==> src/include/lane_ram_settings.svh <==
`ifndef LANE_RAM_SETTINGS_SVH
`define LANE_RAM_SETTINGS_SVH

// Width of the processor data bus address
`define LANE_RAM_ADDR_W 32

// Words held by each byte lane
// The lane index comes from effective address bits [2 +: log2(depth)]
`define LANE_RAM_DEPTH 256

// Burst offset register width
// A burst wraps its offset every 256 bytes
`define LANE_RAM_OFFSET_W 8

`endif

==> src/hw/lane_ram_pkg.sv <==
`include "lane_ram_settings.svh"

package lane_ram_pkg;

    // Bits needed to index one word of a lane
    localparam int LANE_ADDR_W = $clog2(`LANE_RAM_DEPTH);

    // Access size as decoded from the 4-bit byte enable
    typedef enum logic [1:0] {
        SIZE_WORD = 2'd0,
        SIZE_HALF = 2'd1,
        SIZE_BYTE = 2'd2,
        SIZE_BAD  = 2'd3
    } acc_size_e;

    // One bus request as presented by the processor
    typedef struct packed {
        logic [`LANE_RAM_ADDR_W-1:0] addr;
        logic [31:0]                 wdata;
        logic [3:0]                  be;
        logic                        wr_en;
    } mem_req_t;

    // One memory word, seen whole, as halfwords or as bytes
    // half[1] and bytes[3] are the most significant parts
    typedef union packed {
        logic [31:0]      word;
        logic [1:0][15:0] half;
        logic [3:0][7:0]  bytes;
    } mem_word_u;

    // Word index into a single lane
    typedef logic [LANE_ADDR_W-1:0] lane_addr_t;

endpackage

==> src/hw/byte_lane_ram.sv <==
`timescale 1ns/1ps
`include "lane_ram_settings.svh"

module byte_lane_ram (
    input  logic                    clk,
    input  logic                    i_we,
    input  lane_ram_pkg::lane_addr_t i_addr,
    input  logic [7:0]              i_wdata,
    output logic [7:0]              o_rdata
);

    // One byte of every memory word
    logic [7:0] mem [`LANE_RAM_DEPTH];

    // Single port, read-first
    // A write in the same cycle leaves the old byte on the output
    always_ff @(posedge clk) begin
        if (i_we) begin
            mem[i_addr] <= i_wdata;
        end
        o_rdata <= mem[i_addr];
    end

endmodule

==> config.mk <==
export PLATFORM = sky130hd
export DESIGN_NAME = byte_lane_ram
export DESIGN_NICKNAME = d
export VERILOG_FILES = /design/src/hw/lane_ram_pkg.sv /design/src/hw/byte_lane_ram.sv
export VERILOG_INCLUDE_DIRS = /design/src /design/src/include
export SDC_FILE = /design/constraint.sdc
export NUM_CORES = 2
export LEC_CHECK = 0
export CAP_MARGIN = 0
export CORE_ASPECT_RATIO = 1.2
export CORE_MARGIN = 2
export CORE_UTILIZATION = 30
export DETAILED_ROUTE_END_ITERATION = 8
export DONT_BUFFER_PORTS = 1
export HOLD_SLACK_MARGIN = 0.1
export PLACE_DENSITY = 0.5
export SYNTH_ARGS = -nofsm -noshare
export SYNTH_HDL_FRONTEND = slang
export SYNTH_SLANG_ARGS = --single-unit
==> constraint.sdc <==
create_clock -name clk -period 2.67 [get_ports clk]
set_input_delay 0.1335 -clock clk [delete_from_list [all_inputs] [get_ports clk]]
set_output_delay 0.1335 -clock clk [all_outputs]
set_load 0.03 [all_outputs]
Word level (Yosys, flattened, before mapping). Memory sizes are Yosys's and may differ from the RTL's. A register that Yosys moved wholly into a read port is not among the register bits. Index checks and enable logic that the tools add are counted.

Flip-flop bits (word level): 0. Latch bits: 0. RAM bits: 2048. Memory bits (read-only): 0. Bits of input ports: 18. Output and inout bits: 8. Logic and storage cells: 3. Memories: 1.

Memories: mem (words 256, width 8, read ports 1, clocked after memory_dff 1, wr ports 1, RTL line byte_lane_ram.sv:13) `` logic [7:0] mem [`LANE_RAM_DEPTH]; ``.

$add $sub $neg: 0. $mul: 0. Div/mod/pow operators: 0. Magnitude comparators: 0. Equal/unequal tests: 0. Shift-type cells: 0. Multiplexer cells: 2. Bitwise logic cells: 0. Reduce and logical (&&, ||, !) cells: 0.

Operators with widths (number): $mux W1 (2).

Logic depth before layout (Yosys ltp).
Word-level depth: 2. Depth in mapped cells: 10.

Worst setup path after synthesis. No wires, ideal clock.

Path type: input port to flip-flop. From: in i_addr[1]. To: mem mem[111][0] (enable). Setup time: 0.370 ns. Arrival time: 1.982 ns. Required time: 2.300 ns. Slack: 0.318 ns. Stages: 9. Cell sequence: buf_2 -> clkbuf_1 -> clkbuf_1 -> nand2_1 -> buf_2 -> nor2_1 -> nand2_1 -> clkbuf_1 -> nor2_1.

RTL lines: start, declared (RTL line byte_lane_ram.sv:7) `input lane_ram_pkg::lane_addr_t i_addr,`; end, declared (RTL line byte_lane_ram.sv:13).

Straight into the memory's write port.

Final worst setup path.
From: in i_addr[1]. To: mem mem[1][1] (enable).

Straight into the memory's write port.

==> metrics.txt <==
# TYPE chip_impl_metric gauge
chip_impl_info{name="run_status",value="finished with violations"} 1
chip_impl_info{name="failed_checks",value="hold timing, slew limit, setup timing"} 1
chip_impl_metric{name="pin_count",unit=""} 26
chip_impl_metric{name="totalPowerFinal",unit="mW"} 65.7
chip_impl_metric{name="cp_slowest_stage_delay",unit="ns"} 0.85
chip_impl_metric{name="syn_avg_cell_area",unit="sq um"} 22.1
chip_impl_metric{name="post_synth_inst_count",unit=""} 3547
chip_impl_metric{name="cts_post_setup_buffers_inserted",unit=""} 0
chip_impl_metric{name="finalHoldWorstSlack",unit="ns"} -0.593
chip_impl_metric{name="dp_hpwl",unit="um"} 113000
chip_impl_metric{name="floorplan.die.height",unit="um"} 564
chip_impl_metric{name="p_seq_share",unit="%"} 54.3
chip_impl_info{name="cell_at_the_slowest_stage_of_the_critical_path",value="nand2b_1"} 1
chip_impl_metric{name="design.core.area",unit="sq um"} 260000
chip_impl_metric{name="antenna_found_initial",unit=""} 5
chip_impl_metric{name="crit_required",unit="ns"} 3.22
chip_impl_metric{name="critical_path_buf_inv_count",unit=""} 2
chip_impl_metric{name="drive_above_1_share",unit="%"} 29.8
chip_impl_metric{name="placedCellCount",unit=""} 7136
chip_impl_info{name="min-delay-path-class",value="in2reg"} 1
chip_impl_metric{name="post_synthesis_sequential_element_count",unit=""} 2056
chip_impl_metric{name="post_drt_wl_per_cell",unit="um"} 27.7
chip_impl_info{name="netlist.top_cell.by_area",value="edfxtp_1"} 1
chip_impl_metric{name="route.detailed.drc",unit=""} 0
chip_impl_metric{name="grt_max_degree",unit=""} 519
chip_impl_metric{name="layout_setup_ws",unit="ns"} -0.491
chip_impl_metric{name="synth_top_area_share",unit="%"} 78.3
chip_impl_metric{name="area_of_placed_instances",unit="sq um"} 85100
chip_impl_info{name="setup.worst_path.class",value="in2reg"} 1
chip_impl_metric{name="timing_worst_slew_pin_value",unit="ns"} 2.76
chip_impl_metric{name="synth_edf_count",unit=""} 2048
chip_impl_metric{name="cts_htree_levels",unit=""} 4
chip_impl_metric{name="placement.io_buffers",unit=""} 0
chip_impl_metric{name="floorplan.die_area",unit="sq um"} 266000
chip_impl_metric{name="stdcell_area",unit="sq um"} 91700
chip_impl_info{name="critical_path.cell_chain",value="nand2b_1, nor2_1, nand2_1, buf_12, nor2_1, buf_4"} 1
chip_impl_metric{name="globalRoute.totalOverflow",unit=""} 0
chip_impl_metric{name="cts_buffers",unit=""} 200
chip_impl_info{name="crit_path_frequent_cell",value="nor2_1"} 1
chip_impl_info{name="timing.critical_path.to_type",value="flip-flop"} 1
chip_impl_metric{name="rows",unit=""} 205
chip_impl_metric{name="dr.first_iter.drc_count",unit=""} 3371
chip_impl_metric{name="power.share.combinational",unit="%"} 3.6
chip_impl_metric{name="detailedPlace.worstSlack",unit="ns"} -0.0806
chip_impl_metric{name="wire_length_of_the_first_global_routing_pass",unit="um"} 295000
chip_impl_metric{name="setup_tns",unit="ns"} -111.50
chip_impl_metric{name="slew_limit_headroom",unit="%"} -83.7
chip_impl_metric{name="pwr-share-clk",unit="%"} 42.1
chip_impl_metric{name="cts_hold_buf",unit=""} 11
chip_impl_metric{name="final_hold_viol_count",unit=""} 1805
chip_impl_metric{name="power.static_leakage",unit="nW"} 28.1
chip_impl_metric{name="max_capacitance_violation_count",unit=""} 0
chip_impl_metric{name="initial_utilization",unit="%"} 30.2
chip_impl_metric{name="vdd_drop_max",unit="mV"} 0.524
chip_impl_metric{name="mappedNetlistArea",unit="sq um"} 78500
chip_impl_metric{name="final.period_utilization",unit="%"} 118
chip_impl_info{name="cts.root.buffer_cell",value="clkbuf_16"} 1
chip_impl_info{name="synthMostInstantiatedCell",value="edfxtp_1"} 1
chip_impl_metric{name="internal_power_contribution",unit="mW"} 52.3
chip_impl_metric{name="clock_sinks",unit=""} 2056
chip_impl_metric{name="synth_fp_nets",unit=""} 3565
chip_impl_metric{name="post_layout_nonfiller_instances",unit=""} 7510
chip_impl_metric{name="synth.distinct_cells",unit=""} 22
chip_impl_metric{name="synth_warnings",unit=""} 0
chip_impl_metric{name="setup_viol",unit=""} 633
chip_impl_metric{name="skew",unit="ns"} 0.0355
chip_impl_metric{name="worstPathArrival",unit="ns"} 3.71
chip_impl_metric{name="power_dens_cells",unit="nW/um^2"} 716
chip_impl_metric{name="area_growth_syn_to_layout",unit="%"} 16.8
chip_impl_metric{name="dr_total_vias",unit=""} 38000
chip_impl_metric{name="clockBufferDepth",unit=""} 4
chip_impl_metric{name="antenna_left",unit=""} 0
chip_impl_metric{name="place.gp.congestion",unit=""} 0.786
chip_impl_metric{name="fmaxAchievable",unit="GHz"} 0.316
chip_impl_info{name="synthFlopType",value="edfxtp_1"} 1
chip_impl_metric{name="synth_seq_area_share",unit="%"} 78.6
chip_impl_metric{name="grt_pass1_vias",unit=""} 39400
chip_impl_metric{name="finalWorstPathRequiredPeriod",unit="ns"} 3.16
chip_impl_info{name="critical_path.startpoint_type",value="primary input"} 1
chip_impl_info{name="synthTopCellsByCount",value="edfxtp_1, mux4_2, a22oi_1"} 1
chip_impl_metric{name="finalNetCount",unit=""} 3961
chip_impl_metric{name="worstSkewPairLatency",unit="ns"} 0.84
chip_impl_metric{name="track_usage",unit="%"} 15.2
chip_impl_metric{name="switching_power",unit="mW"} 13.3
chip_impl_info{name="worst_path_dominant_cell_family",value="simple AND/OR/NAND/NOR gates"} 1
chip_impl_metric{name="drt-total-wl",unit="um"} 208000
chip_impl_info{name="cts_tree",value="built"} 1
chip_impl_metric{name="post_dr_vias_cell",unit=""} 5.06
chip_impl_metric{name="clkSlewWorstSetupHoldPaths",unit="ns"} 0.06
chip_impl_info{name="synthTopCellsByArea",value="edfxtp_1, mux4_2, a22oi_1"} 1
chip_impl_metric{name="cp_max_fo",unit=""} 518
chip_impl_metric{name="floorplan.die.width",unit="um"} 471
chip_impl_metric{name="synthArstFlopShare",unit="%"} 0
chip_impl_metric{name="dr_pass1_iterations",unit=""} 6
chip_impl_metric{name="timing_max_transition_violations_final",unit=""} 226
chip_impl_metric{name="power.switching_fraction",unit="%"} 20.3
## power by group through the flow
stage	registers [mW]	logic, mW	clock network [mW]
2_1_floorplan	36.3	1.58	0
3_3_place_gp	36.4	1.98	0
3_5_place_dp	36.4	1.97	0
4_1_cts	35.7	2.01	28.4
5_1_grt	35.7	2.43	29.4
6_report	35.7	2.34	27.7
## layout make-up
cell class                      instances  area [sq um]
Multi-Input combinational cell       1258         15900
Sequential cell                      2056         61700
Clock buffer                          230          5160
Timing Repair Buffer                  426          3660
Inverter                                1          3.75
Tap cell                             3415          4270
Clock inverter                        122          1070
Antenna cell                            2          5.00
Fill cell                           24100        168000
## state kept, by name, indices dropped and copies added (netlist names)
name / cells
mem: 2048
o_rdata: 8
## cell usage in the layout (no fill, tap or decap), drive strengths merged, types with 3 or more instances in the layout
master	synthesis	final
edfxtp	2048	2048
mux4	512	512
buf	87	410
a22oi	256	256
clkbuf	145	235
nor2	232	232
a21oi	128	128
clkinv	0	96
o41ai	32	32
nor3	30	30
nand2	28	28
bufinv	0	20
nand3	13	13
dlygate4sd3	0	11
nand4	8	8
dfxtp	8	8
nor2b	7	7
nand2b	6	6
clkinvlp	0	4
and2	3	3
inv	1	3
## final timing paths
kind              slack [ns]  cells after the start        start     endpoint
setup reg to reg        0.15                      6   mem[46][1]   o_rdata[1]
setup / recovery       -0.49                      6    i_addr[1]    mem[1][1]
hold reg to reg         1.00                      5  mem[135][1]   o_rdata[1]
hold / removal         -0.59                      0   i_wdata[4]  mem[119][4]
## stage by stage
step	hold slack (ns)	util [%]
global placement	0.265	32.7
finish	-0.593	35.3
detailed placement	0.265	32.7
CTS	-0.646	35.2
floorplan	0.232	-
global route	-0.630	35.3
## kinds of logic after synthesis
logic type	share of synthesized area, %
AO/OA/AOI/OAI	3.62
buffers and inverters	1.40
flip-flops	78.6
multiplexers	14.7
AND/OR/NAND/NOR	1.73
## routing by layer
metal | GRT usage (%) | up-vias | share of wire [%]
met3 | 1.82 | 334 | 4.5
met2 | 26.4 | 995 | 51
met5 | 0 | - | 0
li1 | - | 15800 | -
met4 | 4.92 | 0 | 3.1
met1 | 19.9 | 20800 | 41
## what timing repair did
| item | in CTS | in global routing |
|---|---|---|
| hold endpoints to repair | 2982 | 2048 |
| endpoints found under the setup margin | 0 | 871 |
| gates resized for setup | 0 | 3 |
No activity file was read; power rests on OpenSTA's default activity.
