==> src/include/lane_ram_settings.svh <==
`ifndef LANE_RAM_SETTINGS_SVH
`define LANE_RAM_SETTINGS_SVH

// Width of the processor data bus address
`define LANE_RAM_ADDR_W 32

// Words held by each byte lane
// The lane index comes from effective address bits [2 +: log2(depth)]
`define LANE_RAM_DEPTH 256

// Burst offset register width
// A burst wraps its offset every 256 bytes
`define LANE_RAM_OFFSET_W 8

`endif

==> src/hw/lane_ram_pkg.sv <==
`include "lane_ram_settings.svh"

package lane_ram_pkg;

    // Bits needed to index one word of a lane
    localparam int LANE_ADDR_W = $clog2(`LANE_RAM_DEPTH);

    // Access size as decoded from the 4-bit byte enable
    typedef enum logic [1:0] {
        SIZE_WORD = 2'd0,
        SIZE_HALF = 2'd1,
        SIZE_BYTE = 2'd2,
        SIZE_BAD  = 2'd3
    } acc_size_e;

    // One bus request as presented by the processor
    typedef struct packed {
        logic [`LANE_RAM_ADDR_W-1:0] addr;
        logic [31:0]                 wdata;
        logic [3:0]                  be;
        logic                        wr_en;
    } mem_req_t;

    // One memory word, seen whole, as halfwords or as bytes
    // half[1] and bytes[3] are the most significant parts
    typedef union packed {
        logic [31:0]      word;
        logic [1:0][15:0] half;
        logic [3:0][7:0]  bytes;
    } mem_word_u;

    // Word index into a single lane
    typedef logic [LANE_ADDR_W-1:0] lane_addr_t;

endpackage

==> src/hw/lane_steer.sv <==
`timescale 1ns/1ps

module lane_steer (
    input  logic                    clk,
    input  logic                    i_arst_n,
    input  logic                    i_enable,
    input  logic                    i_wr_en,
    input  logic                    i_wr_permit,
    input  lane_ram_pkg::acc_size_e i_size,
    input  logic [1:0]              i_byte_off,
    input  logic [31:0]             i_wdata,
    input  logic [31:0]             i_lane_rdata,
    output logic [3:0]              o_lane_we,
    output logic [31:0]             o_lane_wdata,
    output logic [31:0]             o_rdata
);

    lane_ram_pkg::mem_word_u wdata_in;
    lane_ram_pkg::mem_word_u wdata_steer;
    lane_ram_pkg::mem_word_u rdata_lane;
    lane_ram_pkg::mem_word_u rdata_ext;
    lane_ram_pkg::acc_size_e size_q;
    logic [1:0]              byte_off_q;
    logic                    rd_valid_q;
    logic [3:0]              we_mask;

    // Write side: move the low part of the bus word onto its lanes
    always_comb begin
        wdata_in.word    = i_wdata;
        wdata_steer.word = '0;
        we_mask          = 4'b0000;
        case (i_size)
            lane_ram_pkg::SIZE_WORD: begin
                wdata_steer.word = wdata_in.word;
                we_mask          = 4'b1111;
            end
            lane_ram_pkg::SIZE_HALF: begin
                wdata_steer.half[i_byte_off[1]] = wdata_in.half[0];
                we_mask = i_byte_off[1] ? 4'b1100 : 4'b0011;
            end
            lane_ram_pkg::SIZE_BYTE: begin
                wdata_steer.bytes[i_byte_off] = wdata_in.bytes[0];
                we_mask = 4'b0001 << i_byte_off;
            end
            default: begin
                // Bad size writes nothing
                we_mask = 4'b0000;
            end
        endcase
    end

    assign o_lane_wdata = wdata_steer.word;
    assign o_lane_we    = (i_wr_en && i_wr_permit) ? we_mask : 4'b0000;

    // Size and lane offset follow the RAM data by one cycle
    always_ff @(posedge clk or negedge i_arst_n) begin
        if (!i_arst_n) begin
            size_q     <= lane_ram_pkg::SIZE_WORD;
            byte_off_q <= 2'b00;
            rd_valid_q <= 1'b0;
        end else begin
            rd_valid_q <= i_enable;
            if (i_enable) begin
                size_q     <= i_size;
                byte_off_q <= i_byte_off;
            end
        end
    end

    // Read side: pull the addressed part down to bit 0, zero-extended
    always_comb begin
        rdata_lane.word = i_lane_rdata;
        rdata_ext.word  = '0;
        case (size_q)
            lane_ram_pkg::SIZE_WORD: rdata_ext.word     = rdata_lane.word;
            lane_ram_pkg::SIZE_HALF: rdata_ext.half[0]  = rdata_lane.half[byte_off_q[1]];
            lane_ram_pkg::SIZE_BYTE: rdata_ext.bytes[0] = rdata_lane.bytes[byte_off_q];
            default:                 rdata_ext.word     = '0;
        endcase
    end

    // No data before the first access of a burst has returned
    assign o_rdata = (i_enable && rd_valid_q) ? rdata_ext.word : '0;

endmodule

==> config.mk <==
export PLATFORM = sky130hd
export DESIGN_NAME = lane_steer
export DESIGN_NICKNAME = d
export VERILOG_FILES = /design/src/hw/lane_ram_pkg.sv /design/src/hw/lane_steer.sv
export VERILOG_INCLUDE_DIRS = /design/src /design/src/include
export SDC_FILE = /design/constraint.sdc
export NUM_CORES = 1
export LEC_CHECK = 0
export BUFFER_PORTS_ARGS = -buffer_cell sky130_fd_sc_hd__buf_2
export CORE_UTILIZATION = 39
export CTS_CLUSTER_DIAMETER = 80
export DETAILED_ROUTE_END_ITERATION = 10
export GPL_ROUTABILITY_DRIVEN = 0
export GPL_TIMING_DRIVEN = 0
export MAX_ROUTING_LAYER = met4
export PLACE_DENSITY = 0.87
export SYNTH_ARGS = -nofsm -noshare
export SYNTH_HDL_FRONTEND = slang
export SYNTH_SLANG_ARGS = --single-unit
==> constraint.sdc <==
create_clock -name clk -period 3.45 [get_ports clk]
set_input_delay 0.1725 -clock clk [delete_from_list [all_inputs] [get_ports clk]]
set_output_delay 0.1725 -clock clk [all_outputs]
set_load 0.02 [all_outputs]
# Word level (Yosys, flattened, before mapping)
# Cells that the tools add are included.
# Widths: inputs -> output; s select.
dict set report totals {
  in_bits 73
  ff_bits 5
  word_cells 38
  output_inout_bits 68
}
dict set report op_classes {
  n_shift 1
  n_bitwise 2
  magnitude_cmp 6
  n_reduce_logical 6
  muxes 16
  eq_ne 4
}
# operator n
set ops {}
lappend ops {{$pmux 32 s3} 1}
lappend ops {{$and 32x32->32} 2}
lappend ops {{$mux 16} 4}
lappend ops {{$mux 32} 1}
lappend ops {{$pmux 8 s3} 1}
lappend ops {{$bmux 8 s2} 1}
lappend ops {{$demux 16 s1} 1}
lappend ops {{$demux 8 s2} 1}
lappend ops {{$mux 8} 2}
lappend ops {{$pmux 8 s2} 1}
lappend ops {{$pmux 4 s3} 1}
lappend ops {{$mux 4} 2}
lappend ops {{$lt 2x3->1 const B} 2}
lappend ops {{$eq 2x1->1 const B} 2}
lappend ops {{$eq 2x2->1 const B} 2}
lappend ops {{$logic_and 1x1->1} 4}
lappend ops {{$logic_not 2->1} 2}
lappend ops {{$lt 1x2->1 const B} 2}
lappend ops {{$shl 1x2->4 const A} 1}
lappend ops {{$ge 2x1->1 const B} 1}
lappend ops {{$ge 1x1->1 const B} 1}

# Longest topological paths before layout
dict set report logic_depth {
  depth_word 6
  ltp_mapped 5
  depth_no_buf 3
}

# Worst setup path before layout
# OpenSTA, ideal clock, no wires.
dict set report synth_path {
  path_kind {register to output}
  startpoint {register size_q[0]}
  endpoint {output o_rdata[14]}
  arrival_ns 1.362
  path_slack_ns 1.916
  required_ns 3.277
  n_path_buf 2
  path_stages_with_launch 5
  path_cell_list {dfrtp_1 buf_2 buf_4 nor2_1 a211oi_1}
}
dict set report synth_via {
  elab_chain_cells 3
  word_cells_on_any_way 4
  classes_between {eq/ne (1); mux (2); reduce/logical (1)}
}
# element line
set synth_lines {}
lappend synth_lines {{start, declared} lane_steer.sv:22} ;# lane_ram_pkg::acc_size_e size_q;
lappend synth_lines {{start signal, assigned} lane_steer.sv:58} ;# size_q <= lane_ram_pkg::SIZE_WORD;
lappend synth_lines {{start signal, assigned} lane_steer.sv:64} ;# size_q <= i_size;
lappend synth_lines {{$eq 2x1->1 or $logic_not 2->1 (tied branches)} lane_steer.sv:74} ;# case (size_q)
lappend synth_lines {{$pmux 8 s2 (*)} lane_steer.sv:74}
lappend synth_lines {{$mux 32 (*)} lane_steer.sv:83} ;# assign o_rdata = (i_enable && rd_valid_q) ? rdata_ext.word : '0;
lappend synth_lines {{end, declared} lane_steer.sv:15} ;# output logic [31:0] o_rdata
# Every way passes the cells marked *; elsewhere a longest branch is shown, timed or not.

# Worst setup path after layout
dict set report layout_path {
  startpoint {register size_q[1]}
  endpoint {output o_rdata[24]}
}
dict set report layout_via {
  elab_chain_cells 3
}
# element line
set layout_lines {}
lappend layout_lines {{$logic_not 2->1} lane_steer.sv:74}
lappend layout_lines {{$mux 16} lane_steer.sv:74}
lappend layout_lines {{$mux 32} lane_steer.sv:83}
# No other way between the ends.

==> run_results.csv <==
group,metric,value,unit
timing,setup_viol,0,
setup_path,r2r_slack,2.27,ns
synth,synthFlopType,"dfrtp_1",
timing,fin_crit_sh,0.554,
clock_network,cts_buffers,3,
layout,area_growth,56.5,%
route,drc,0,
layout,diodes,0,
synth,synth_area_leaders,"and2_1, mux2_2, dfrtp_1",
floorplan,coreArea,3390,um2
global_route,track_usage,0.259,
pwr,ir_worst_vdd,0.112,mV
worst_hold_path,hp-class,"in2reg",
timing,min_period,1.91,ns
clock_network,cts_resized,0,
global_route,grt_pass1_vias,1691,
setup_path,arrival,1.74,ns
setup_path,critPathMaxFanout,10,
job,max-cap-violations,0,
synth,yosys_warnings,0,
clock_network,clk_pin_slew,0.04,ns
placement,dp_hpwl,4.27,mm
timing,fmax,523,MHz
clock_network,ctsHoldBuffers,1,
setup_path,worstSetupEndpointType,"primary output",
synth,synth_area_leader_cell,"and2_1",
layout,drive_gt1_frac,0.530,
setup_path,startpoint_type,"flip-flop",
route,avgViaCountPerCell,5.47,
floorplan,ioPinCount,141,
synth,synth_top_family_by_area,"compound AO/OA/AOI/OAI gates",
run_status,outcome,"completed",
setup_path,required,3.28,ns
route,drt_wl_total,5.26,mm
global_route,antenna_found_initial,0,
floorplan,num_rows,21,
floorplan,die-area,3830,um2
clock_network,cts_tree,"yes",
synth,syn_inst,190,
floorplan,die_h,61.9,um
placement,io_buffers,139,
route,vias,2078,
global_route,grt_max_degree,11,
timing,fin_tns_setup,0,ns
synth,synth_fp_nets,263,
floorplan,start_util,0.412,
synth,synth_mux_area_frac,0.161,
timing,drv_slew,0,
layout,nNetsFinal,408,
clock_network,clockBufferDepth,2,
timing,tightest_slew,0.422,ns
synth,synthAdderAreaFrac,0,
route,first_pass_iters,5,
synth,synth-edff-count,0,
timing,rsz0062_at_grt,"false",
clock_network,insertion_delay,0.24,ns
synth,synth_xor_area_frac,0,
layout,fin_util,0.645,
synth,synth-seq-cells,5,
timing,hold_viol,0,
global_route,grt_pass1_wl,7.27,mm
timing,relSlewSlack,0.718,
route,wire_per_inst,13.8,um
timing,skew,0,ns
pwr,power_density,211,nW/um2
synth,yosys.area_share.simple,0.297,
synth,netlist.area_leader.share,0.107,
timing,hold_slack,0.0535,ns
synth,ys_types,35,
synth,yosysMostFrequentCell,"and2_1",
clock_network,cts_root_buf,"clkbuf_4",
synth,seq_area_frac_synth,0.0895,
clock_network,post_cts_buffers,0,
synth,avgSynthCellArea,7.36,um2
synth,synth_compound_area_frac,0.349,
global_route,overflow,0,
clock_network,clock_sinks,5,
setup_path,path_class,"reg2out",
synth,synth_common_cells,"and2_1, o21ai_0, mux2_2",
layout,fill_cells,304,
pwr,power_leakage,1.27,nW
synth,async_flop_share,1.00,
floorplan,dieWidth,61.9,um
synth,syn_area,1400,um2
route,drtIter0Drc,188,
route,ant_nets,0,
clock_network,cts_max_level,1,
-- per-layer routing --
metal  up-vias  GRT usage  share of wire
met5         -          -              0
met4         0      0.111          0.021
met3        12     0.0290          0.065
met2       118      0.461           0.52
met1       950      0.291           0.39
li1        998          -              -
-- stage by stage --
step                setup WS [ns]  cells  area (um2)  power, W
floorplan                    1.92    190        1400  0.000271
global placement             1.87    375        2150  0.000384
detailed placement           1.79    375        2150  0.000390
CTS                          1.53    380        2190  0.000461
global route                 1.44    380        2190  0.000490
finish                       1.54    380        2190  0.000462
-- cells in the final DEF (no fill, tap or decap) --
| cell | netlist | layout |
|---|---|---|
| a211oi_1 | 7 | 7 |
| a21o_1 | 1 | 1 |
| a21oi_1 | 11 | 11 |
| a222oi_1 | 8 | 8 |
| a22o_1 | 8 | 8 |
| a2bb2oi_1 | 8 | 8 |
| a31oi_1 | 8 | 8 |
| and2_1 | 24 | 24 |
| and2b_1 | 1 | 1 |
| and2b_2 | 1 | 1 |
| and3_4 | 1 | 1 |
| and3b_2 | 1 | 1 |
| and4b_4 | 1 | 1 |
| buf_2 | 6 | 145 |
| buf_4 | 4 | 4 |
| buf_6 | 3 | 3 |
| clkbuf_1 | 2 | 3 |
| clkbuf_2 | 1 | 1 |
| clkbuf_4 | 0 | 3 |
| dfrtp_1 | 5 | 5 |
| dlygate4sd3_1 | 0 | 1 |
| inv_1 | 10 | 10 |
| mux2_2 | 12 | 12 |
| mux2i_1 | 9 | 9 |
| nand2_1 | 11 | 11 |
| nand3_1 | 1 | 1 |
| nand3b_1 | 1 | 1 |
| nand3b_4 | 1 | 1 |
| nor2_1 | 9 | 9 |
| nor2_2 | 1 | 1 |
| nor2_4 | 1 | 1 |
| nor2b_1 | 10 | 10 |
| nor3b_1 | 1 | 1 |
| nor3b_2 | 1 | 1 |
| o21a_1 | 1 | 1 |
| o21ai_0 | 19 | 19 |
| or2_2 | 1 | 1 |
-- critical path, cell delays in order (launching register included) --
cell and delay [ns]:
dfrtp_1 0.35, buf_2 0.18, nor2_4 0.23, and3_4 0.27
buf_4 0.17, and2_1 0.14, buf_2 0.16
-- final cells by class --
cell class,count,area (um2),area share
Buffer,16,106,0.0486
Clock buffer,4,26.3,0.0120
Inverter,10,37.5,0.0172
Multi-Input combinational cell,159,1130,0.516
Sequential cell,5,125,0.0572
Tap cell,46,57.6,0.0263
Timing Repair Buffer,140,706,0.323
-- cells by family after synthesis --
| logic type | after synthesis |
|---|---|
| AO/OA/AOI/OAI | 71 |
| buffers and inverters | 26 |
| flip-flops | 5 |
| multiplexers | 21 |
| AND/OR/NAND/NOR | 67 |
-- report_power, final --
group | switching [W] | internal (W) | leakage, nW
Combinational | 0.000184 | 0.000141 | 1.20
Clock | 0.0000242 | 0.0000437 | 0.0150
Sequential | 0.00000454 | 0.0000642 | 0.0584
-- registers in the layout, summed over array words and instances, names as in the netlist --
name	count
byte_off_q	2
rd_valid_q	1
size_q	2
-- final timing paths --
| kind | start | endpoint | cells after the start |
|---|---|---|---|
| setup / recovery | size_q[1] | o_rdata[24] | 6 |
| hold / removal | i_enable | rd_valid_q | 1 |
| setup reg to reg | size_q[0] | size_q[0] | 3 |
| hold reg to reg | byte_off_q[0] | byte_off_q[0] | 1 |
| max in group asynchronous | i_arst_n | size_q[1] | 2 |
| min in group asynchronous | i_arst_n | byte_off_q[0] | 2 |
Note: power is estimated with default switching activity, not from simulation.
