`src/include/lane_ram_settings.svh`:
```
`ifndef LANE_RAM_SETTINGS_SVH
`define LANE_RAM_SETTINGS_SVH

// Width of the processor data bus address
`define LANE_RAM_ADDR_W 32

// Words held by each byte lane
// The lane index comes from effective address bits [2 +: log2(depth)]
`define LANE_RAM_DEPTH 256

// Burst offset register width
// A burst wraps its offset every 256 bytes
`define LANE_RAM_OFFSET_W 8

`endif

```
`src/hw/lane_ram_pkg.sv`:
```
`include "lane_ram_settings.svh"

package lane_ram_pkg;

    // Bits needed to index one word of a lane
    localparam int LANE_ADDR_W = $clog2(`LANE_RAM_DEPTH);

    // Access size as decoded from the 4-bit byte enable
    typedef enum logic [1:0] {
        SIZE_WORD = 2'd0,
        SIZE_HALF = 2'd1,
        SIZE_BYTE = 2'd2,
        SIZE_BAD  = 2'd3
    } acc_size_e;

    // One bus request as presented by the processor
    typedef struct packed {
        logic [`LANE_RAM_ADDR_W-1:0] addr;
        logic [31:0]                 wdata;
        logic [3:0]                  be;
        logic                        wr_en;
    } mem_req_t;

    // One memory word, seen whole, as halfwords or as bytes
    // half[1] and bytes[3] are the most significant parts
    typedef union packed {
        logic [31:0]      word;
        logic [1:0][15:0] half;
        logic [3:0][7:0]  bytes;
    } mem_word_u;

    // Word index into a single lane
    typedef logic [LANE_ADDR_W-1:0] lane_addr_t;

endpackage

```
`src/hw/burst_seq.sv`:
```
`timescale 1ns/1ps
`include "lane_ram_settings.svh"

module burst_seq (
    input  logic                         clk,
    input  logic                         i_arst_n,
    input  logic                         i_enable,
    input  logic [`LANE_RAM_ADDR_W-1:0]  i_addr,
    input  logic [3:0]                   i_be,
    output logic [`LANE_RAM_ADDR_W-1:0]  o_eff_addr,
    output lane_ram_pkg::acc_size_e      o_size,
    output logic                         o_wr_permit,
    output logic                         o_ready,
    output logic                         o_bus_err
);

    logic [`LANE_RAM_OFFSET_W-1:0] offset_q;
    logic [`LANE_RAM_OFFSET_W-1:0] step;
    logic                          first_q;
    logic                          err_q;
    logic                          misaligned;
    logic                          access_ok;

    // Byte enable to access size, with the matching offset step
    always_comb begin
        case (i_be)
            4'b1111: begin
                o_size = lane_ram_pkg::SIZE_WORD;
                step   = `LANE_RAM_OFFSET_W'(4);
            end
            4'b0011: begin
                o_size = lane_ram_pkg::SIZE_HALF;
                step   = `LANE_RAM_OFFSET_W'(2);
            end
            4'b0001: begin
                o_size = lane_ram_pkg::SIZE_BYTE;
                step   = `LANE_RAM_OFFSET_W'(1);
            end
            default: begin
                o_size = lane_ram_pkg::SIZE_BAD;
                step   = '0;
            end
        endcase
    end

    // Base address plus the running burst offset
    assign o_eff_addr = i_addr +
        {{(`LANE_RAM_ADDR_W - `LANE_RAM_OFFSET_W){1'b0}}, offset_q};

    always_comb begin
        case (o_size)
            lane_ram_pkg::SIZE_WORD: misaligned = (o_eff_addr[1:0] != 2'b00);
            lane_ram_pkg::SIZE_HALF: misaligned = o_eff_addr[0];
            default:                 misaligned = 1'b0;
        endcase
    end

    assign access_ok = !misaligned && (o_size != lane_ram_pkg::SIZE_BAD);

    // Writes stop for the bad access and for every access after it
    assign o_wr_permit = i_enable && access_ok && !err_q;

    assign o_ready   = i_enable && !first_q;
    assign o_bus_err = err_q;

    always_ff @(posedge clk or negedge i_arst_n) begin
        if (!i_arst_n) begin
            offset_q <= '0;
            first_q  <= 1'b1;
            err_q    <= 1'b0;
        end else if (!i_enable) begin
            // Burst closed, start over on the next enable
            offset_q <= '0;
            first_q  <= 1'b1;
            err_q    <= 1'b0;
        end else begin
            first_q <= 1'b0;
            // Offset holds once an error is latched
            if (!err_q) begin
                if (access_ok) begin
                    offset_q <= offset_q + step;
                end else begin
                    err_q <= 1'b1;
                end
            end
        end
    end

endmodule

```
`config.mk`:
```
export PLATFORM = sky130hd
export DESIGN_NAME = burst_seq
export DESIGN_NICKNAME = d
export VERILOG_FILES = /design/src/hw/lane_ram_pkg.sv /design/src/hw/burst_seq.sv
export VERILOG_INCLUDE_DIRS = /design/src /design/src/include
export SDC_FILE = /design/constraint.sdc
export NUM_CORES = 1
export LEC_CHECK = 0
export BUFFER_PORTS_ARGS = -buffer_cell sky130_fd_sc_hd__buf_4
export CAP_MARGIN = 25
export CORE_MARGIN = 2
export CORE_UTILIZATION = 43
export CTS_BUF_LIST = sky130_fd_sc_hd__clkbuf_4
export DETAILED_ROUTE_END_ITERATION = 8
export HOLD_SLACK_MARGIN = 0.08
export PLACE_DENSITY = 0.8
export SETUP_SLACK_MARGIN = 0.05
export SYNTH_ARGS = -nofsm -noshare
export SYNTH_HDL_FRONTEND = slang
export SYNTH_SLANG_ARGS = --single-unit
```
`constraint.sdc`:
```
create_clock -name clk -period 2.15 [get_ports clk]
set_input_delay 0.3225 -clock clk [delete_from_list [all_inputs] [get_ports clk]]
set_output_delay 0.3225 -clock clk [all_outputs]
set_load 0.02 [all_outputs]
```
Word level (Yosys, flattened, before mapping) --
Cells that the tools add are included.
Operators by class: $add $sub $neg 2, equality and inequality tests 7, mux-type cells 10, reductions and logical operators 10
Operators with widths (count):
- adder 32 x 8 -> 32 bit | 1
- two-way mux 8 bit | 3
- case mux 3 bit (3 select lines) | 1
- adder 8 bit | 1
- case mux 2 bit (3 select lines) | 1
- equality test 4 x 1 -> 1 bit (second input constant) | 1
- equality test 4 x 2 -> 1 bit (second input constant) | 1
- equality test 4 bit (second input constant) | 1
- logical AND 1 bit | 4
- two-way mux 1 bit | 4
- != test 2 bit (second input constant) | 2
- logical NOT 1 bit | 3
- equality test 2 x 1 -> 1 bit (second input constant) | 1
- logical NOT 2 bit | 1
- != test 2 x 1 -> 1 bit (second input constant) | 1
- case mux 1 bit (2 select lines) | 1
- AND reduction 2 bit | 1
- nonzero test 2 bit | 1
Word-level totals: register bits 10, input port bits 39, output and inout bits 37, word-level logic and storage cells 32

Longest topological paths before layout --
Gate-level depths: netlist of run 1.
depth in word-level cells 9, mapped depth 9, gate-level depth less buffers 8

Worst setup path after synthesis of run 1 --
No wires, ideal clock.
kind reg2out, start point register offset_q[0], end point output port o_eff_addr[20], arrival 2.186 ns, data required time 1.827 ns, slack -0.359 ns, cell stages (with the launch flop) 10, buffers on the path 1, cell sequence dfrtp_1 > ha_1 > inv_1 > fa_1 > and2b_1 > o2111ai_2 > a21oi_2 > buf_4 > o2111ai_1 > xnor2_1
On the way: cells in the longest elaborated chain, start to end 1
RTL lines:
- start: declaration | RTL line burst_seq.sv:17 | logic [`LANE_RAM_OFFSET_W-1:0] offset_q;
- start signal: assignment | RTL line burst_seq.sv:81 | offset_q <= offset_q + step;
- adder 32 x 8 -> 32 bit | RTL line burst_seq.sv:47 | assign o_eff_addr = i_addr +
- end: declaration | RTL line burst_seq.sv:10 | output logic [`LANE_RAM_ADDR_W-1:0] o_eff_addr,
Every way passes these cells.

Worst setup path after layout of run 1 --
start point register offset_q[0], end point output port o_eff_addr[16]
The elaborated chain is that of the path after synthesis.

==> results of run 1 <==
## per-stage QoR
stage                     utilization (%)  instance area, µm²  std cells  hold slack [ns]
after CTS                            79.7                2700        325            0.345
after floorplan                         -                1760        182           0.0269
after global routing                 84.9                2880        330            0.381
final                                84.9                2880        330            0.351
after global placement               74.1                2510        319            0.158
after detailed placement             74.1                2510        319            0.159
## logic make-up after synthesis
kind of cell | share of synthesized area, %
buf+inv | 4.00
xor+xnor | 20.6
mux | 1.31
simple gates | 29.0
fa+ha+maj | 11.6
flops | 16.4
compound gates | 17.1
## sequential cells by signal, indices dropped and copies added (netlist names)
name / flops
first_q: 1
o_bus_err: 1
offset_q: 8
## final cells by class
cell class                      instances  area, µm²
Timing Repair Buffer                  103        852
Tap cell                               46       57.6
Sequential cell                        10        251
Fill cell                             184        510
Multi-Input combinational cell        161       1670
Clock buffer                            4       30.0
Inverter                                6       22.5
## power groups by stage
stage | logic, W | clock network [W] | registers (W)
final | 0.000344 | 0.000159 | 0.000193
after global placement | 0.000300 | 0 | 0.000196
after detailed placement | 0.000302 | 0 | 0.000196
after floorplan | 0.000138 | 0 | 0.000198
after CTS | 0.000318 | 0.000158 | 0.000193
after global routing | 0.000363 | 0.000166 | 0.000193
## worst paths after layout
kind,to,slack [ns],depth (start not counted)
setup / recovery,o_eff_addr[16],-0.58,10
hold / removal,first_q,0.35,2
min in group asynchronous,offset_q[3],0.40,2
max in group asynchronous,first_q,1.52,2
hold reg to reg,offset_q[7],0.58,2
setup reg to reg,offset_q[2],-0.18,10
## per-layer routing
layer  track usage, %  vias up  routed length (µm)
met3             1.61       13                 260
met4             8.70        0                 119
met5                0        -                   0
li1                 -      854                   -
met1             26.7      836                1910
met2             41.6       69                2740
## what timing repair did
| item | CTS | global route |
|---|---|---|
| endpoints found under the hold margin | 10 | 0 |
| hold buffers | 1 | 0 |
| pin swaps | 10 | 25 |
| buffers inserted | 1 | 5 |
| gates resized for setup | 30 | 25 |
| endpoints found under the setup margin | 37 | 38 |
## cells in the final DEF, fill, tap and decap left out, types with 4 or more instances in the layout
master,Yosys,layout
o211ai_1,4,4
nor2_1,22,16
a21oi_1,6,5
nor2_4,1,4
xor2_2,0,10
nand4_1,4,4
o21ai_0,5,4
nand3_1,5,5
a21o_1,4,4
and3_1,5,4
clkbuf_4,0,4
nor3_4,0,5
buf_6,2,15
o2111ai_2,2,6
xnor2_1,25,9
buf_4,1,85
nand2_1,12,12
ha_1,11,7
inv_1,6,5
dfrtp_1,9,9
xnor2_2,0,16
==> summary.txt, run 1 <==
Placement
  • IO Port Bufs: 75
  • Setup WS pre-CTS: -0.311 ns
  • DPL Wire Length: 3470 µm
  • GP Congestion: 0.806

Synth
  • Synth top cells by count: 25 x xnor2_1, 22 x nor2_1, 12 x nand2_1
  • Syn Nets: 234
  • Seq/Total Area, Yosys: 16.4%
  • Netlist cell types: 42
  • Synth Warn #: 0
  • #FFs+latches synth: 10
  • Most used DFF post-synth: dfrtp_1
  • Most common cell in the synthesized netlist: xnor2_1
  • Asr flop ratio synth: 100%
  • Netlist Area Pre-Place: 1530 µm²
  • Cell count after synthesis: 182
  • Synth top area cells: dfrtp_1 15%, xnor2_1 14%, ha_1 9.0%, xor2_1 6.3%, nor2_1 5.4%
  • Synth top area share: 14.7%
  • Largest area contributor in the netlist: dfrtp_1
  • Number of synthesized flops with an enable pin: 0
  • Post-Syn Area per Cell: 8.43 µm²

Timing
  • Final Skew: 0.00870 ns
  • Final hold vios: 0
  • Period utilization: 127%
  • TNS Setup: -13.15 ns
  • Fin. max-slew vios: 0
  • Worst-margin pin slew: 0.666 ns
  • Count of final setup violators: 37
  • Minimum clock period: 2.73 ns
  • Fmax: 0.367 GHz
  • RSZ-0062 raised after global routing: yes
  • Worst setup margin: -0.577 ns
  • Relative slew slack: 55.6%

Power and ir drop
  • Leakage: 1.40 nW
  • Worst VDD drop: 0.274 mV
  • Int Pwr: 0.000442 W
  • Comb power frac: 49.4%
  • Switching pwr: 0.000254 W
  • Tot Pwr: 0.000695 W
  • Seq pwr share: 27.7%
  • Pwr dens: 242 nW/µm²
  • Clk pwr share: 22.9%
  • Sw Ratio: 36.5%

Finish
  • Antenna Cells: 0
  • P&R area growth vs syn: 87.7%
  • Final nets: 337
  • Share of cells above drive strength 1: 63.0%

Detailed routing
  • 1st-iter DRT viols: 72
  • DRC Markers: 0
  • Number of nets with antenna violations after routing: 0
  • Vias per cell: 5.37
  • 1st-pass router iterations: 4
  • Routed via count: 1,772
  • Routed len/inst: 15.2 µm
  • Routed wire length: 5020 µm

Critical path
  • Crit Path Category: flop to output port
  • CP Launch Point: offset_q[0]
  • Critical path buffer and inverter count: 3
  • CP required: 1.83 ns
  • Crit Reg-Reg Startpoint: offset_q[0]
  • Crit-path cells: ha_2 -> inv_2 -> fa_2 -> and2b_1 -> o2111ai_2 -> a21oi_2 -> buf_12 -> o2111ai_1 -> xnor2_2 -> buf_4
  • CP max-delay cell: dfrtp_1
  • CP top delay family: adder cells
  • Critical Path Max Stage Delay: 0.38 ns
  • Crit path arrival time: 2.40 ns
  • Critical Path Source Type: flop
  • Worst-path fanout max: 12
  • Crit end category: output port

Run status
  • Status: finished with violations
  • Failing checks: setup timing

Floorplan
  • Core Region: 3390 µm²
  • Die W: 63.7 µm
  • Io pins: 76
  • Die area: 4060 µm²
  • Initial core utilization: 45.3%
  • Rows: 21
  • Die Ht: 63.7 µm

Clock tree
  • Root Buffer: clkbuf_4
  • Clock slew at reported path FFs: 0.06 ns
  • Clock Sinks: 10
  • Clock buffer depth: 2
  • TritonCTS clock tree: yes
  • H-tree levels: 1
  • Worst skew pair latency: 0.28 ns
  • Clock buffer count from CTS: 3

Global routing
  • Largest net degree at the start of global routing: 15
  • Vias in the first global route: 1,670
  • Initial antenna violation count: 0
  • Grt ovf: 0
  • Global-route wire length before repair: 7400 µm
  • Total track usage: 22.4%

Min path
  • Min-delay src: i_enable
  • HP Class: input port to flop

Flow run
  • Maxcap violations: 0
No activity file was read; power rests on OpenSTA's default activity.
==> run 2: changes to the inputs <==
SKIP_CTS_REPAIR_TIMING = 1   (was default)
==> summary.txt, run 2 (synthesis gave the netlist of run 1 again) <==
Finish
  • Top reg by flops: offset_q
  • P&R area growth vs syn: 86.3%
  • Share of cells above drive strength 1: 62.8% (-0.26 points)
  • Final nets: 335 (-0.59%)
  • Antenna Cells: 0 (unchanged)
  • Commonest non-fill, non-tap cell in the layout: buf_4
  • Multi-input combinational cell area: 1670 µm² (+0.30%)
  • # fillers: 195 (+6.0%)
  • Finished Layout Cells: 328 (-0.61%)
  • FF+latch area: 251 µm² (unchanged)
  • Largest register FFs: 8 (unchanged)
  • Commonest non-fill, non-tap cells in the layout: 85 x buf_4, 17 x nor2_1, 16 x xnor2_2

Timing
  • Fin. max-slew vios: 0 (unchanged)
  • Final Skew: 0.0143 ns (+0.00556 ns)
  • Fmax: 0.355 GHz (-3.2%)
  • Worst Hold Margin: 0.338 ns (-0.0133 ns)
  • Relative slew slack: 49.8% (-5.8 points)
  • Final hold vios: 0 (unchanged)
  • Worst-margin pin slew: 0.753 ns (+0.0870 ns)
  • Count of final setup violators: 30 (-19%)
  • Period utilization: 131% (+4.2 points)
  • RSZ-0062 raised after global routing: yes
  • Worst setup margin: -0.667 ns (-0.0894 ns)
  • Minimum clock period: 2.82 ns (+0.0894 ns)

Critical path
  • Worst-path fanout max: 12 (unchanged)
  • CP required: 1.83 ns (about the same)
  • Critical Path Max Stage Delay: 0.38 ns (about the same)
  • Crit end category: output port
  • Crit-path cells: ha_2 -> inv_2 -> fa_2 -> and2b_1 -> o2111ai_2 -> a21oi_2 -> buf_12 -> o2111ai_1 -> xnor2_2 -> buf_4
  • Crit Path Category: flop to output port
  • Critical Path Source Type: flop
  • CP max-delay cell: dfrtp_1
  • Crit path arrival time: 2.49 ns (+0.09 ns)

Placement
  • IO Port Bufs: 75 (unchanged)
  • Setup WS pre-CTS: -0.311 ns (unchanged)
  • Placed Instances: 319 (unchanged)
  • DPL Wire Length: 3470 µm (unchanged)
  • GP Congestion: 0.806 (unchanged)

Power and ir drop
  • Comb power frac: 48.9% (-0.5 points)
  • Worst VDD drop: 0.353 mV (+29%)
  • Switching pwr: 0.000253 W (-0.36%)
  • Leakage: 1.38 nW (-1.1%)
  • Pwr dens: 242 nW/µm² (+0.11%)
  • Seq pwr share: 27.9% (+0.2 points)
  • Sw Ratio: 36.6% (+0.098 points)
  • Clk pwr share: 23.3% (+0.4 points)
  • Int Pwr: 0.000438 W (-0.78%)

Detailed routing
  • 1st-iter DRT viols: 73 (+1.4%)
  • DRC Markers: 0 (unchanged)
  • 1st-pass router iterations: 4 (unchanged)
  • Vias per cell: 5.38 (about the same)
  • Number of nets with antenna violations after routing: 0 (unchanged)
  • Routed via count: 1,763 (-0.51%)
  • Routed wire length: 4920 µm (-2.1%)
  • Routed len/inst: 15.0 µm (-1.5%)

Floorplan
  • Rows: 21 (unchanged)
  • Core Region: 3390 µm² (unchanged)
  • Io pins: 76 (unchanged)
  • Die area: 4060 µm² (unchanged)
  • Die W: 63.7 µm (unchanged)
  • Initial core utilization: 45.3% (unchanged)
  • Die Ht: 63.7 µm (unchanged)

Min path
  • HP Class: input port to flop

Global routing
  • Total track usage: 21.3% (-1.1 points)
  • Grt ovf: 0 (unchanged)
  • Initial antenna violation count: 0 (unchanged)
  • Largest net degree at the start of global routing: 15 (unchanged)
  • Global-route wire length before repair: 7060 µm (-4.6%)
  • Vias in the first global route: 1,633 (-2.2%)

Flow run
  • Maxcap violations: 0 (unchanged)

Clock tree
  • Clock Sinks: 10 (unchanged)
  • H-tree levels: 1 (unchanged)
  • Clock buffer depth: 2 (unchanged)
  • Clock slew at reported path FFs: 0.06 ns (about the same)
  • TritonCTS clock tree: yes
  • Clock buffer count from CTS: 3 (unchanged)
  • Worst skew pair latency: 0.29 ns (about the same)
  • Root Buffer: clkbuf_4

Run status
  • Status: finished with violations
  • Failing checks: setup timing
[run 2: power groups by stage]
stage | Clock, W | Sequential [W] | Combinational (W)
floorplan | 0 | 0.000198 | 0.000138
global placement | 0 | 0.000196 | 0.000300
detailed placement | 0 | 0.000196 | 0.000302
CTS | 0.000158 | 0.000193 | 0.000303
global route | 0.000171 | 0.000193 | 0.000357
finish | 0.000161 | 0.000193 | 0.000338
[run 2: final timing paths]
kind                             startpoint  slack [ns]  cells past startpoint        endpoint
worst max register to register  offset_q[1]       -0.03                      7     offset_q[3]
max in group asynchronous          i_arst_n        1.52                      2         first_q
min in group asynchronous          i_arst_n        0.39                      2     offset_q[3]
worst max-delay path            offset_q[0]       -0.67                     10  o_eff_addr[16]
worst min register to register  offset_q[7]        0.59                      2     offset_q[7]
worst min-delay path               i_enable        0.34                      2         first_q
[run 2: layout make-up]
class | count | area share [%]
Multi-Input combinational cell | 161 | 58.5
Inverter | 6 | 0.788
Sequential cell | 10 | 8.80
Timing Repair Buffer | 101 | 28.9
Tap cell | 46 | 2.01
Clock buffer | 4 | 1.05
[run 2: metal layers]
layer  track usage [%]  vias to the layer above  routed length, µm
met3              1.96                        7                272
met2              39.6                       67               2680
met5                 0                        -                  0
met4              6.52                        0                 75
met1              25.6                      836               1890
li1                  -                      853                  -
[run 2: critical path, delay by kind of cell, from the launching register on]
family                     cells  cell delay, ns
AOI/OAI and AO/OA              3            0.51
xor gates and xnor gates       1            0.20
adders and majority gates      2            0.53
buffers and inverters          3            0.36
DFF                            1            0.38
and+or+nand+nor                1            0.23
[run 2: per-stage QoR]
step	TNS [ns]	total power, W	cell area, µm²	utilization (%)
floorplan	-2.06	0.000335	1760	-
detailed placement	-5.49	0.000498	2510	74.1
CTS	-12.71	0.000654	2540	75.0
global route	-17.40	0.000721	2860	84.3
finish	-13.93	0.000691	2860	84.3
global placement	-5.68	0.000496	2510	74.1
